==> config.mk <==
export PLATFORM = sky130hd
export DESIGN_NAME = spirw_sdram_top
export DESIGN_NICKNAME = d
export VERILOG_FILES = /design/src/source/sdram_pkg.sv /design/src/source/spi_pkg.sv /design/src/source/sdram_ctrl.sv /design/src/source/spirw_sdram_top.sv /design/src/source/spirw_slave.sv
export SDC_FILE = /design/constraint.sdc
export NUM_CORES = 1
export LEC_CHECK = 0
export BUFFER_PORTS_ARGS = -buffer_cell sky130_fd_sc_hd__buf_2
export CAP_MARGIN = 20
export CORE_MARGIN = 2
export CORE_UTILIZATION = 30
export DETAILED_ROUTE_END_ITERATION = 8
export PLACE_DENSITY = 0.43
export SLEW_MARGIN = 40
export SYNTH_ARGS = -nofsm -noshare
export SYNTH_HDL_FRONTEND = slang
export SYNTH_SLANG_ARGS = --single-unit
==> constraint.sdc <==
create_clock -name clk -period 5.1 [get_ports clk]
set_input_delay 1.02 -clock clk [delete_from_list [all_inputs] [get_ports clk]]
set_output_delay 1.02 -clock clk [all_outputs]
set_load 0.02 [all_outputs]
==> src/source/sdram_pkg.sv <==
package sdram_pkg;

    // command encoding {cs_n, ras_n, cas_n, we_n}
    typedef enum logic [3:0] {
        cmd_load_mode = 4'b0000,
        cmd_refresh   = 4'b0001,   // auto refresh
        cmd_precharge = 4'b0010,
        cmd_active    = 4'b0011,   // open row
        cmd_write     = 4'b0100,
        cmd_read      = 4'b0101,
        cmd_nop       = 4'b0111,
        cmd_deselect  = 4'b1111    // chip select high
    } sdram_cmd_t;

    // controller FSM
    typedef enum logic [3:0] {
        st_wait_power,     // power-up delay
        st_precharge_all,
        st_init_refresh,   // two refreshes during init
        st_load_mode,
        st_idle,
        st_refresh,        // periodic refresh
        st_activate,       // row open, waiting trcd
        st_access,         // write ack cycle
        st_cas_wait,       // read data latency
        st_done            // auto precharge recovery
    } ctrl_state_t;

    // everything driven towards the device
    typedef struct packed {
        sdram_cmd_t  cmd;
        logic [1:0]  ba;       // bank
        logic [12:0] a;        // row / column / mode
        logic [1:0]  dqm;      // byte masks, 1 = masked
        logic [15:0] dq_out;
        logic        dq_oe;    // drive dq
    } sdram_pins_t;

    localparam int mode_cas_latency = 2;

    // BL1, sequential, single write burst
    localparam logic [12:0] mode_word = {3'b000, 1'b1, 2'b00, 3'(mode_cas_latency),
                                         1'b0, 3'b000};

    localparam int trp  = 2;   // precharge to next command
    localparam int trfc = 7;   // refresh cycle
    localparam int tmrd = 2;   // mode load to next command

endpackage

==> src/source/spi_pkg.sv <==
package spi_pkg;

    // command byte opening each transaction
    typedef enum logic [7:0] {
        op_write = 8'h00,   // host to sdram
        op_read  = 8'h01    // sdram to host
    } spi_op_t;

    // byte position inside one transaction
    typedef enum logic [1:0] {
        ph_cmd,             // opcode byte
        ph_addr_hi,         // address bits 15:8
        ph_addr_lo,         // address bits 7:0
        ph_data             // payload bytes, address auto increments
    } spi_phase_t;

    // byte request from slave to controller
    typedef struct packed {
        logic [15:0] addr;  // byte address
        logic [7:0]  wdata; // write byte, ignored on reads
    } mem_req_t;

endpackage

==> src/source/sdram_ctrl.sv <==
`timescale 1ns/1ps

module sdram_ctrl #(
    parameter int init_cycles      = 20000,   // power-up wait
    parameter int refresh_interval = 750,     // cycles between refreshes
    parameter int trcd             = 2        // active to read/write
) (
    input  logic                   clk,
    input  logic                   rst,
    input  logic                   rd,
    input  logic                   wr,
    input  spi_pkg::mem_req_t      req,
    output logic                   ack,
    output logic [7:0]             rdata,
    output logic                   ready,
    output sdram_pkg::sdram_pins_t pins,
    input  logic [15:0]            dq_in
);
    localparam int cnt_w = $clog2(init_cycles + 1);
    localparam int ref_w = $clog2(refresh_interval + 1);

    sdram_pkg::ctrl_state_t state;
    logic [cnt_w-1:0]       wait_cnt;     // shared delay counter
    logic                   wait_done;
    logic [ref_w-1:0]       ref_cnt;
    logic                   ref_pending;
    logic                   ref_take;
    logic                   second_ref;   // init refresh count
    logic                   lane;         // byte lane from addr bit 0
    logic [7:0]             col;
    logic [1:0]             bank;
    logic [4:0]             row;

    assign wait_done = wait_cnt == '0;

    // byte address split
    assign lane = req.addr[0];
    assign col  = req.addr[8:1];
    assign bank = req.addr[10:9];
    assign row  = req.addr[15:11];

    assign ref_take = state == sdram_pkg::st_idle && ref_pending;

    // refresh scheduler
    always_ff @(posedge clk) begin
        if (rst) begin
            ref_cnt     <= '0;
            ref_pending <= 1'b0;
        end else begin
            if (ref_take)
                ref_pending <= 1'b0;
            if (ref_cnt == ref_w'(refresh_interval - 1)) begin
                ref_cnt     <= '0;
                ref_pending <= 1'b1;   // served at next idle
            end else begin
                ref_cnt <= ref_cnt + 1'b1;
            end
        end
    end

    always_ff @(posedge clk) begin
        if (rst) begin
            state       <= sdram_pkg::st_wait_power;
            wait_cnt    <= cnt_w'(init_cycles - 1);
            second_ref  <= 1'b0;
            ready       <= 1'b0;
            ack         <= 1'b0;
            pins.cmd    <= sdram_pkg::cmd_nop;
            pins.dqm    <= '0;
            pins.dq_oe  <= 1'b0;
        end else begin
            pins.cmd   <= sdram_pkg::cmd_nop;   // single-cycle commands
            pins.dqm   <= '0;
            pins.dq_oe <= 1'b0;
            ack        <= 1'b0;
            if (!wait_done)
                wait_cnt <= wait_cnt - 1'b1;

            case (state)
                sdram_pkg::st_wait_power: begin
                    if (wait_done) begin
                        pins.cmd <= sdram_pkg::cmd_precharge;
                        pins.a   <= 13'h0400;   // a10 all banks
                        wait_cnt <= cnt_w'(sdram_pkg::trp - 1);
                        state    <= sdram_pkg::st_precharge_all;
                    end
                end

                sdram_pkg::st_precharge_all: begin
                    if (wait_done) begin
                        pins.cmd   <= sdram_pkg::cmd_refresh;
                        wait_cnt   <= cnt_w'(sdram_pkg::trfc - 1);
                        second_ref <= 1'b0;
                        state      <= sdram_pkg::st_init_refresh;
                    end
                end

                sdram_pkg::st_init_refresh: begin
                    if (wait_done && !second_ref) begin
                        pins.cmd   <= sdram_pkg::cmd_refresh;   // second one
                        wait_cnt   <= cnt_w'(sdram_pkg::trfc - 1);
                        second_ref <= 1'b1;
                    end else if (wait_done) begin
                        pins.cmd <= sdram_pkg::cmd_load_mode;
                        pins.ba  <= 2'b00;
                        pins.a   <= sdram_pkg::mode_word;
                        wait_cnt <= cnt_w'(sdram_pkg::tmrd - 1);
                        state    <= sdram_pkg::st_load_mode;
                    end
                end

                sdram_pkg::st_load_mode: begin
                    if (wait_done) begin
                        ready <= 1'b1;   // init complete
                        state <= sdram_pkg::st_idle;
                    end
                end

                sdram_pkg::st_idle: begin
                    if (ref_pending) begin   // refresh beats requests
                        pins.cmd <= sdram_pkg::cmd_refresh;
                        wait_cnt <= cnt_w'(sdram_pkg::trfc - 1);
                        state    <= sdram_pkg::st_refresh;
                    end else if (ready && (rd || wr)) begin
                        pins.cmd <= sdram_pkg::cmd_active;
                        pins.ba  <= bank;
                        pins.a   <= {8'b0, row};   // upper row bits zero
                        wait_cnt <= cnt_w'(trcd - 1);
                        state    <= sdram_pkg::st_activate;
                    end
                end

                sdram_pkg::st_refresh: begin
                    if (wait_done)
                        state <= sdram_pkg::st_idle;
                end

                sdram_pkg::st_activate: begin
                    if (wait_done) begin
                        pins.ba <= bank;
                        pins.a  <= {2'b00, 1'b1, 2'b00, col};   // a10 auto precharge
                        if (wr) begin
                            pins.cmd    <= sdram_pkg::cmd_write;
                            pins.dq_out <= {req.wdata, req.wdata};   // byte on both halves
                            pins.dq_oe  <= 1'b1;
                            pins.dqm    <= lane ? 2'b01 : 2'b10;   // mask other lane
                            state       <= sdram_pkg::st_access;
                        end else begin
                            pins.cmd <= sdram_pkg::cmd_read;
                            // device sees READ one edge later, data CL edges after that
                            wait_cnt <= cnt_w'(sdram_pkg::mode_cas_latency);
                            state    <= sdram_pkg::st_cas_wait;
                        end
                    end
                end

                sdram_pkg::st_access: begin
                    ack      <= 1'b1;   // write taken
                    wait_cnt <= cnt_w'(sdram_pkg::trp - 1);
                    state    <= sdram_pkg::st_done;
                end

                sdram_pkg::st_cas_wait: begin
                    if (wait_done) begin
                        rdata    <= lane ? dq_in[15:8] : dq_in[7:0];
                        ack      <= 1'b1;
                        wait_cnt <= cnt_w'(sdram_pkg::trp - 1);
                        state    <= sdram_pkg::st_done;
                    end
                end

                sdram_pkg::st_done: begin
                    if (wait_done)
                        state <= sdram_pkg::st_idle;   // bank precharged
                end

                default: state <= sdram_pkg::st_idle;
            endcase
        end
    end

endmodule

==> src/source/spirw_sdram_top.sv <==
`timescale 1ns/1ps

module spirw_sdram_top #(
    parameter int init_cycles      = 20000,
    parameter int refresh_interval = 750,
    parameter int trcd             = 2
) (
    input  logic                  clk,
    input  logic                  rst,
    input  logic                  csn,
    input  logic                  sclk,
    input  logic                  mosi,
    output logic                  miso,
    output sdram_pkg::sdram_cmd_t sdram_cmd,
    output logic [1:0]            sdram_ba,
    output logic [12:0]           sdram_a,
    output logic [1:0]            sdram_dqm,
    output logic [15:0]           sdram_dq_out,
    output logic                  sdram_dq_oe,   // external tristate enable
    input  logic [15:0]           sdram_dq_in,
    output logic                  ready
);
    logic                   ram_rd;
    logic                   ram_wr;
    logic                   ram_ack;
    logic [7:0]             ram_rdata;
    spi_pkg::mem_req_t      ram_req;
    sdram_pkg::sdram_pins_t pins;

    spirw_slave slave0 (
        .clk   (clk),
        .rst   (rst),
        .csn   (csn),
        .sclk  (sclk),
        .mosi  (mosi),
        .miso  (miso),
        .rd    (ram_rd),
        .wr    (ram_wr),
        .req   (ram_req),
        .ack   (ram_ack),
        .rdata (ram_rdata)
    );

    sdram_ctrl #(
        .init_cycles      (init_cycles),
        .refresh_interval (refresh_interval),
        .trcd             (trcd)
    ) ctrl0 (
        .clk   (clk),
        .rst   (rst),
        .rd    (ram_rd),
        .wr    (ram_wr),
        .req   (ram_req),
        .ack   (ram_ack),
        .rdata (ram_rdata),
        .ready (ready),
        .pins  (pins),
        .dq_in (sdram_dq_in)
    );

    // pin bundle out to device ports
    assign sdram_cmd    = pins.cmd;
    assign sdram_ba     = pins.ba;
    assign sdram_a      = pins.a;
    assign sdram_dqm    = pins.dqm;
    assign sdram_dq_out = pins.dq_out;
    assign sdram_dq_oe  = pins.dq_oe;

endmodule

==> src/source/spirw_slave.sv <==
`timescale 1ns/1ps

module spirw_slave (
    input  logic              clk,
    input  logic              rst,
    input  logic              csn,
    input  logic              sclk,
    input  logic              mosi,
    output logic              miso,
    output logic              rd,
    output logic              wr,
    output spi_pkg::mem_req_t req,
    input  logic              ack,
    input  logic [7:0]        rdata
);
    logic [2:0]          sclk_sync;   // 2 sync flops + edge history
    logic [1:0]          mosi_sync;
    logic [1:0]          csn_sync;
    logic                sclk_rise;
    logic                sclk_fall;
    logic                cs_idle;     // synced csn high
    logic [7:0]          shift_in;
    logic [7:0]          rx_byte;     // byte incl. current bit
    logic [2:0]          bit_cnt;
    logic                byte_done;
    logic                data_phase;
    logic                issue_rd;
    logic                issue_wr;
    logic                tx_load;
    logic                rbuf_full;   // read byte waiting for byte boundary
    logic [7:0]          rbuf;
    logic [7:0]          tx_shift;
    logic [15:0]         addr;        // running byte address
    spi_pkg::spi_phase_t phase;
    spi_pkg::spi_op_t    op;

    always_ff @(posedge clk) begin
        if (rst) begin
            sclk_sync <= '0;
            mosi_sync <= '0;
            csn_sync  <= '1;   // deselected
        end else begin
            sclk_sync <= {sclk_sync[1:0], sclk};
            mosi_sync <= {mosi_sync[0], mosi};
            csn_sync  <= {csn_sync[0], csn};
        end
    end

    assign sclk_rise  = sclk_sync[1] & ~sclk_sync[2];
    assign sclk_fall  = ~sclk_sync[1] & sclk_sync[2];
    assign cs_idle    = csn_sync[1];
    assign rx_byte    = {shift_in[6:0], mosi_sync[1]};   // msb first
    assign byte_done  = sclk_rise && !cs_idle && bit_cnt == 3'd7;
    assign data_phase = phase == spi_pkg::ph_data;

    // first read right after address, then one per data byte start
    assign issue_rd = op == spi_pkg::op_read &&
                      ((byte_done && phase == spi_pkg::ph_addr_lo) ||
                       (sclk_rise && !cs_idle && data_phase && bit_cnt == 3'd0));
    assign issue_wr = op == spi_pkg::op_write && byte_done && data_phase;

    // returned byte enters tx shifter only between bytes with sclk low
    assign tx_load = rbuf_full && !cs_idle && bit_cnt == 3'd0 && !sclk_sync[1];

    always_ff @(posedge clk) begin
        if (rst || cs_idle) begin
            bit_cnt <= '0;
            phase   <= spi_pkg::ph_cmd;   // restart on csn high
        end else if (sclk_rise) begin
            bit_cnt <= bit_cnt + 3'd1;
            if (bit_cnt == 3'd7 && !data_phase)
                phase <= spi_pkg::spi_phase_t'(phase + 1'b1);   // stays in data phase
        end
    end

    always_ff @(posedge clk) begin
        if (sclk_rise)
            shift_in <= rx_byte;
    end

    always_ff @(posedge clk) begin
        if (rst) begin
            op <= spi_pkg::op_write;
            rd <= 1'b0;
            wr <= 1'b0;
        end else begin
            if (ack) begin   // handshake done
                rd <= 1'b0;
                wr <= 1'b0;
            end
            if (byte_done && phase == spi_pkg::ph_cmd)
                op <= spi_pkg::spi_op_t'(rx_byte);
            if (issue_rd)
                rd <= 1'b1;
            if (issue_wr)
                wr <= 1'b1;
        end
    end

    // address and request payload
    always_ff @(posedge clk) begin
        if (byte_done) begin
            case (phase)
                spi_pkg::ph_addr_hi: addr[15:8] <= rx_byte;
                spi_pkg::ph_addr_lo: addr[7:0]  <= rx_byte;
                spi_pkg::ph_data:    addr       <= addr + 16'd1;   // next byte
                default:             addr       <= addr;
            endcase
        end
        if (issue_rd)
            req.addr <= data_phase ? addr + 16'd1 : {addr[15:8], rx_byte};   // one byte ahead
        if (issue_wr) begin
            req.addr  <= addr;
            req.wdata <= rx_byte;
        end
    end

    always_ff @(posedge clk) begin
        if (rst || cs_idle)
            rbuf_full <= 1'b0;
        else if (ack && rd)
            rbuf_full <= 1'b1;
        else if (tx_load)
            rbuf_full <= 1'b0;
    end

    always_ff @(posedge clk) begin
        if (ack && rd)
            rbuf <= rdata;   // read data valid with ack
        if (tx_load)
            tx_shift <= rbuf;
        else if (sclk_fall && bit_cnt != 3'd0)
            tx_shift <= {tx_shift[6:0], 1'b0};   // mode 0, change on falling edge
    end

    assign miso = tx_shift[7] & ~cs_idle;

endmodule
# Word level (Yosys, flattened, before mapping)
# Cells that the tools add are included.
dict set report word_totals {
  input_bits 21
  wordCells 184
  ff_bits 165
}
dict set report op_classes {
  n_reduce_logical 57
  add_sub_neg 5
  n_eq_ne 26
  bitwise_logic 10
  muxes 56
}
# cell n
set ops {}
lappend ops {{$mux 15} 10}
lappend ops {{$pmux 15 s6} 1}
lappend ops {{$pmux 13 s4} 1}
lappend ops {{$mux 4} 12}
lappend ops {{$mux 38} 1}
lappend ops {{$mux 18} 2}
lappend ops {{$mux 16} 2}
lappend ops {{$pmux 4 s8} 1}
lappend ops {{$pmux 8 s2} 2}
lappend ops {{$mux 24} 1}
lappend ops {{$mux 8} 3}
lappend ops {{$pmux 4 s5} 1}
lappend ops {{$mux 19} 1}
lappend ops {{$logic_and 1x1->1} 18}
lappend ops {{$reduce_bool 2->1} 9}
lappend ops {{$add 16x1->16 const B} 1}
lappend ops {{$eq 4x3->1 const B} 4}
lappend ops {{$reduce_and 8->1} 2}
lappend ops {{$logic_not 15->1} 1}
lappend ops {{$sub 15x1->15 const B} 1}
lappend ops {{$ne 2x1->1 const B} 7}
lappend ops {{$mux 13} 1}
lappend ops {{$mux 1} 11}
lappend ops {{$add 10x1->10 const B} 1}
lappend ops {{other kinds (33)} 60}

# Depth between registers and ports, before layout
dict set report depth {
  ltp_word 9
  ltp_mapped 12
  ltp_nobuf 10
}

# By module
# From an unflattened synthesis, not the netlist that was laid out.
dict set report unflattened {
  cells_unflattened 650
  area_unflattened_um2 7211.9
}
# mod cells_per_inst area_per_inst_um2 instances
set modules_own_cells {}
lappend modules_own_cells {spirw_slave 289 3724.8 1}
lappend modules_own_cells {sdram_ctrl 361 3487.1 1}

# Least setup slack after synthesis
# No wires, ideal clock.
dict set report synth_timing {
  kind {register to register}
  from {register ctrl0.wait_cnt[0]}
  to {register ctrl0.pins[19] (netlist name)}
  required_ns 4.715
  slack_ns 2.247
  stages_incl_launch_ff 8
  arrival_time_ns 2.469
  setup_ns 0.385
  period_less_slack_ns 2.853
  path_cell_list {dfxtp_1 > inv_1 > ha_1 > or4b_4 > nor4_4 > o211a_4 > mux2i_1 > nor4b_2}
}
dict set report synth_via {
  elab_chain_len 4
  elab_cells_between_ends 7
  classes_between {4 x eq/ne; 3 x reduce/logical}
}
# item line
set synth_rtl {}
lappend synth_rtl {{start: declaration} sdram_ctrl.sv:23} ;# logic [cnt_w-1:0] wait_cnt;
lappend synth_rtl {{start signal: assignment} sdram_ctrl.sv:64} ;# wait_cnt <= cnt_w'(init_cycles - 1);
lappend synth_rtl {{start signal: assignment} sdram_ctrl.sv:77} ;# wait_cnt <= wait_cnt - 1'b1;
lappend synth_rtl {{start signal: assignment} sdram_ctrl.sv:84} ;# wait_cnt <= cnt_w'(sdram_pkg::trp - 1);
lappend synth_rtl {{$logic_not 15->1 (*)} sdram_ctrl.sv:34} ;# assign wait_done = wait_cnt == '0;
lappend synth_rtl {{$logic_and 1x1->1} sdram_ctrl.sv:99} ;# if (wait_done && !second_ref) begin
lappend synth_rtl {{$ne 2x2->1 (no source line)} -}
lappend synth_rtl {{$reduce_and 8->1 (no source line) (*)} -}
# Mark *: on every way between the ends. The rest lies on a longest branch, timed or not.
# A chain may end at the register's enable or synchronous reset.

# Worst setup path after layout
dict set report layout_timing {
  from {register ctrl0.wait_cnt[0]}
  to {register ctrl0.pins[29] (netlist name)}
}
dict set report layout_via {
  elab_chain_len 4
  elab_cells_between_ends 7
  classes_between {4 x eq/ne; 3 x reduce/logical}
}
# item line
set layout_rtl {}
lappend layout_rtl {{$logic_not 15->1 (*)} sdram_ctrl.sv:34}
lappend layout_rtl {{$logic_and 1x1->1} sdram_ctrl.sv:99}
lappend layout_rtl {{$ne 2x2->1 (no source line)} -}
lappend layout_rtl {{$reduce_and 8->1 (no source line) (*)} -}
# Marked as above.

==> metrics.md <==
| Metric | Value |
|---|---|
| Antenna-violating nets left | 0 |
| Total via count after detailed routing | 4,701 |
| Horizontal extent of the die | 157.2 um |
| Synth cell types | 69 |
| H-tree level count | 4 |
| Cells traversed along the worst timing path | inv_1, ha_1, nor4b_1, and4_1, inv_2, mux2i_1, mux2i_1, nor4b_4 |
| Vias per inst | 4.715 |
| Most common library cell in the layout ignoring fill and taps | sky130_fd_sc_hd__edfxtp_1 |
| Number of global-route vias before repair | 4,764 |
| Library cell occupying the most area in the post-synthesis netlist | sky130_fd_sc_hd__edfxtp_1 |
| Final Hold Viols | 0 |
| Effective utilization at floorplan | 30.28% |
| Routed Wire Length | 15.34 mm |
| GR Overflow Total | 0 |
| Worst slew pin tran | 761.0 ps |
| Final critical-path share of the clock period | 63.10% |
| Maximum resistive drop on vdd | 0.2100 mV |
| Max_slew headroom | 49.08% |
| Mean area per synthesized cell | 11.27 um^2 |
| Instance count of the mapped netlist | 625 |
| N_diodes | 0 |
| Worst endpoint required time | 5160 ps |
| Outcome | completed |
| Largest fanout on the critical path | 18 |
| Total of hold buffers inserted after clock tree synthesis | 0 |
| Tmin final | 3218 ps |
| Final-report max-slew violation count | 0 |
| Synth area leaders | sky130_fd_sc_hd__edfxtp_1, sky130_fd_sc_hd__dfxtp_1, sky130_fd_sc_hd__nor2_1 |
| Worst setup path class | reg -> reg |
| Cell area after synthesis | 7044 um^2 |
| Setup repair after global routing missed its margin | no |
| Top cell family by delay on the critical path | simple AND/OR/NAND/NOR gates |
| Drt first pass iters | 5 |
| Buffers inserted by post-CTS timing repair | 0 |
| Later-pin clock latency in the skew report | 430 ps |
| Worst setup EP type | register |
| Master cell of the clock root buffer | sky130_fd_sc_hd__clkbuf_16 |
| Slowest stage cell on the critical path | sky130_fd_sc_hd__nor4b_4 |
| Number of synthesized flops with an enable pin | 91 |
| Worst path arrival time | 3270 ps |
| Port bufs | 56 |
| Prevailing post-synth register cell | sky130_fd_sc_hd__edfxtp_1 |
| Proportion of layout cells with a drive suffix above 1 | 19.47% |
| Pre-CTS setup slack | 1882 ps |
| Leakage power total | 2.855 nW |
| Number of register bits inferred by synthesis | 153 |
| Cell area power density | 372.6 nW/um^2 |
| Clk sinks | 153 |
| Largest clock skew in the final design | 11.82 ps |
| Count of final setup violators | 0 |
| Layout Cell Area excl Fill | 8207 um^2 |
| Filler cell count in the final layout | 2,371 |
| Post-synthesis sequential area ratio | 56.41% |
| Drc violations | 0 |
| Path type of the worst min-delay path | reg -> reg |
| Core region area | 23,260 um^2 |
| GPL Wtd Cong | 0.7977 |
| Avg WL per Cell | 15.38 um |
| Sum Neg Setup Slack | 0 ps |
| Critical Path Most Common Cell | sky130_fd_sc_hd__mux2i_1 |
| Io pins | 61 |
| Combined global-route utilization of all metal layers | 13.07% |
| Post-CTS Resized | 0 |
| Nature of the critical path startpoint | register |
| TritonCTS buffer count | 17 |
| Commonest cells after routing, fill and taps aside | sky130_fd_sc_hd__edfxtp_1, sky130_fd_sc_hd__nor2_1, sky130_fd_sc_hd__dfxtp_1 |
| Post-layout net count | 700 |
| Maximum buffer depth of the clock tree | 2 |
| TritonCTS clock tree | built |
| Share of synthesized registers carrying an async set or reset | 0% |
| Die ar. | 24,720 um^2 |
| DRC violation total after the first TritonRoute iteration | 264 |
| Area after DPL | 7587 um^2 |
| First-pass GRT wire length | 25.14 mm |
| FMAX | 310.7 MHz |
| Max-cap check violation count | 0 |
| Count of warnings emitted by yosys | 0 |
| Number of standard-cell rows in the floorplan | 56 |
| Maximum number of pins on one net before global-route repair | 40 |
| Worst Setup Slack, final | 1882 ps |
| Clock-pin slew reported for the worst setup and hold paths after clock tree synthesis | 70 ps |
| Number of antenna violations at the first check in global routing | 0 |
| Layout-stage area growth over the synthesis result | 16.50% |
| Worst path max stage delay | 690 ps |
| Total half-perimeter wirelength after legalization and detailed placement | 10.81 mm |
| Yosys top cell area share | 38.79% |
| Die height | 157.2 um |
| Number of buffers and inverters on the critical path | 2 |
metal layers:
layer,vias up,routed length [um],global-route usage [%]
met1,2308,6917,16.16
met3,14,505,3.194
li1,2314,-,-
met4,0,178,4.026
met5,-,0,0
met2,65,7737,22.48
registers in the layout (all words and copies together) (netlist names), 4 cells and up:
register         cells
ctrl0.pins          26
ctrl0.rdata          8
ctrl0.ref_cnt       10
ctrl0.state          4
ctrl0.wait_cnt      15
slave0.addr         16
slave0.op            8
slave0.rbuf          8
slave0.req          24
slave0.shift_in      7
slave0.tx_shift      8
metrics by stage:
stage                     power (mW)  instances  hold slack (ps)  util (%)
after global placement         1.780        965            399.3     32.54
after detailed placement       1.783        965            399.6     32.62
after floorplan                1.690        628            383.2         -
after CTS                      3.090        997            421.0     35.26
after global routing           3.188        997            428.0     35.28
final                          3.058        997            416.4     35.28
where the power goes:
| part | internal (mW) | switching [mW] |
|---|---|---|
| Sequential | 1.35 | 0.0734 |
| Combinational | 0.143 | 0.196 |
| Clock | 0.711 | 0.586 |
layout make-up:
type	count	area (um^2)	share of cell area [%]
clock buffers	17	425.4	5.184
clock inverters	15	190.2	2.317
inverters	12	45.04	0.5489
multi-input cells	420	2855	34.79
flip-flops and latches	153	3974	48.42
well taps	319	399.1	4.864
repair buffers	61	317.8	3.873
synthesized netlist by cell type, drive strengths merged (4+ instances only):
library cell,n
a21oi,45
a22o,6
a31oi,5
and2,6
and3,6
buf,21
clkbuf,22
dfxtp,62
edfxtp,91
ha,14
inv,12
mux2,28
mux2i,4
nand2,36
nand2b,11
nand3,27
nand4,11
nor2,65
nor2b,13
nor3,19
nor4,10
nor4b,6
o21a,5
o21ai,10
o21bai,6
or2,6
or4,4
xnor2,20
xor2,22
path summary, 6_finish.rpt:
path                      startpoint            endpoint  slack, ps  cells past startpoint
hold reg to reg   slave0.csn_sync[0]  slave0.csn_sync[1]        420                      1
hold / removal    slave0.csn_sync[0]  slave0.csn_sync[1]        420                      1
setup reg to reg   ctrl0.wait_cnt[0]      ctrl0.pins[29]       1880                      8
setup / recovery   ctrl0.wait_cnt[0]      ctrl0.pins[29]       1880                      8
logic make-up (layout without fill, tap and decap cells):
group           count (synthesis)  in the layout  share of synthesized area [%]
compound gates                 95             95                          8.881
xor+xnor                       42             42                          5.222
other cells                     1              4                        0.05323
fa+ha+maj                      14             14                          2.487
buf+inv                        55            105                          3.694
simple gates                  233            233                          17.99
flops                         153            153                          56.41
mux                            32             32                          5.258
(Power assumes the default switching activity.)
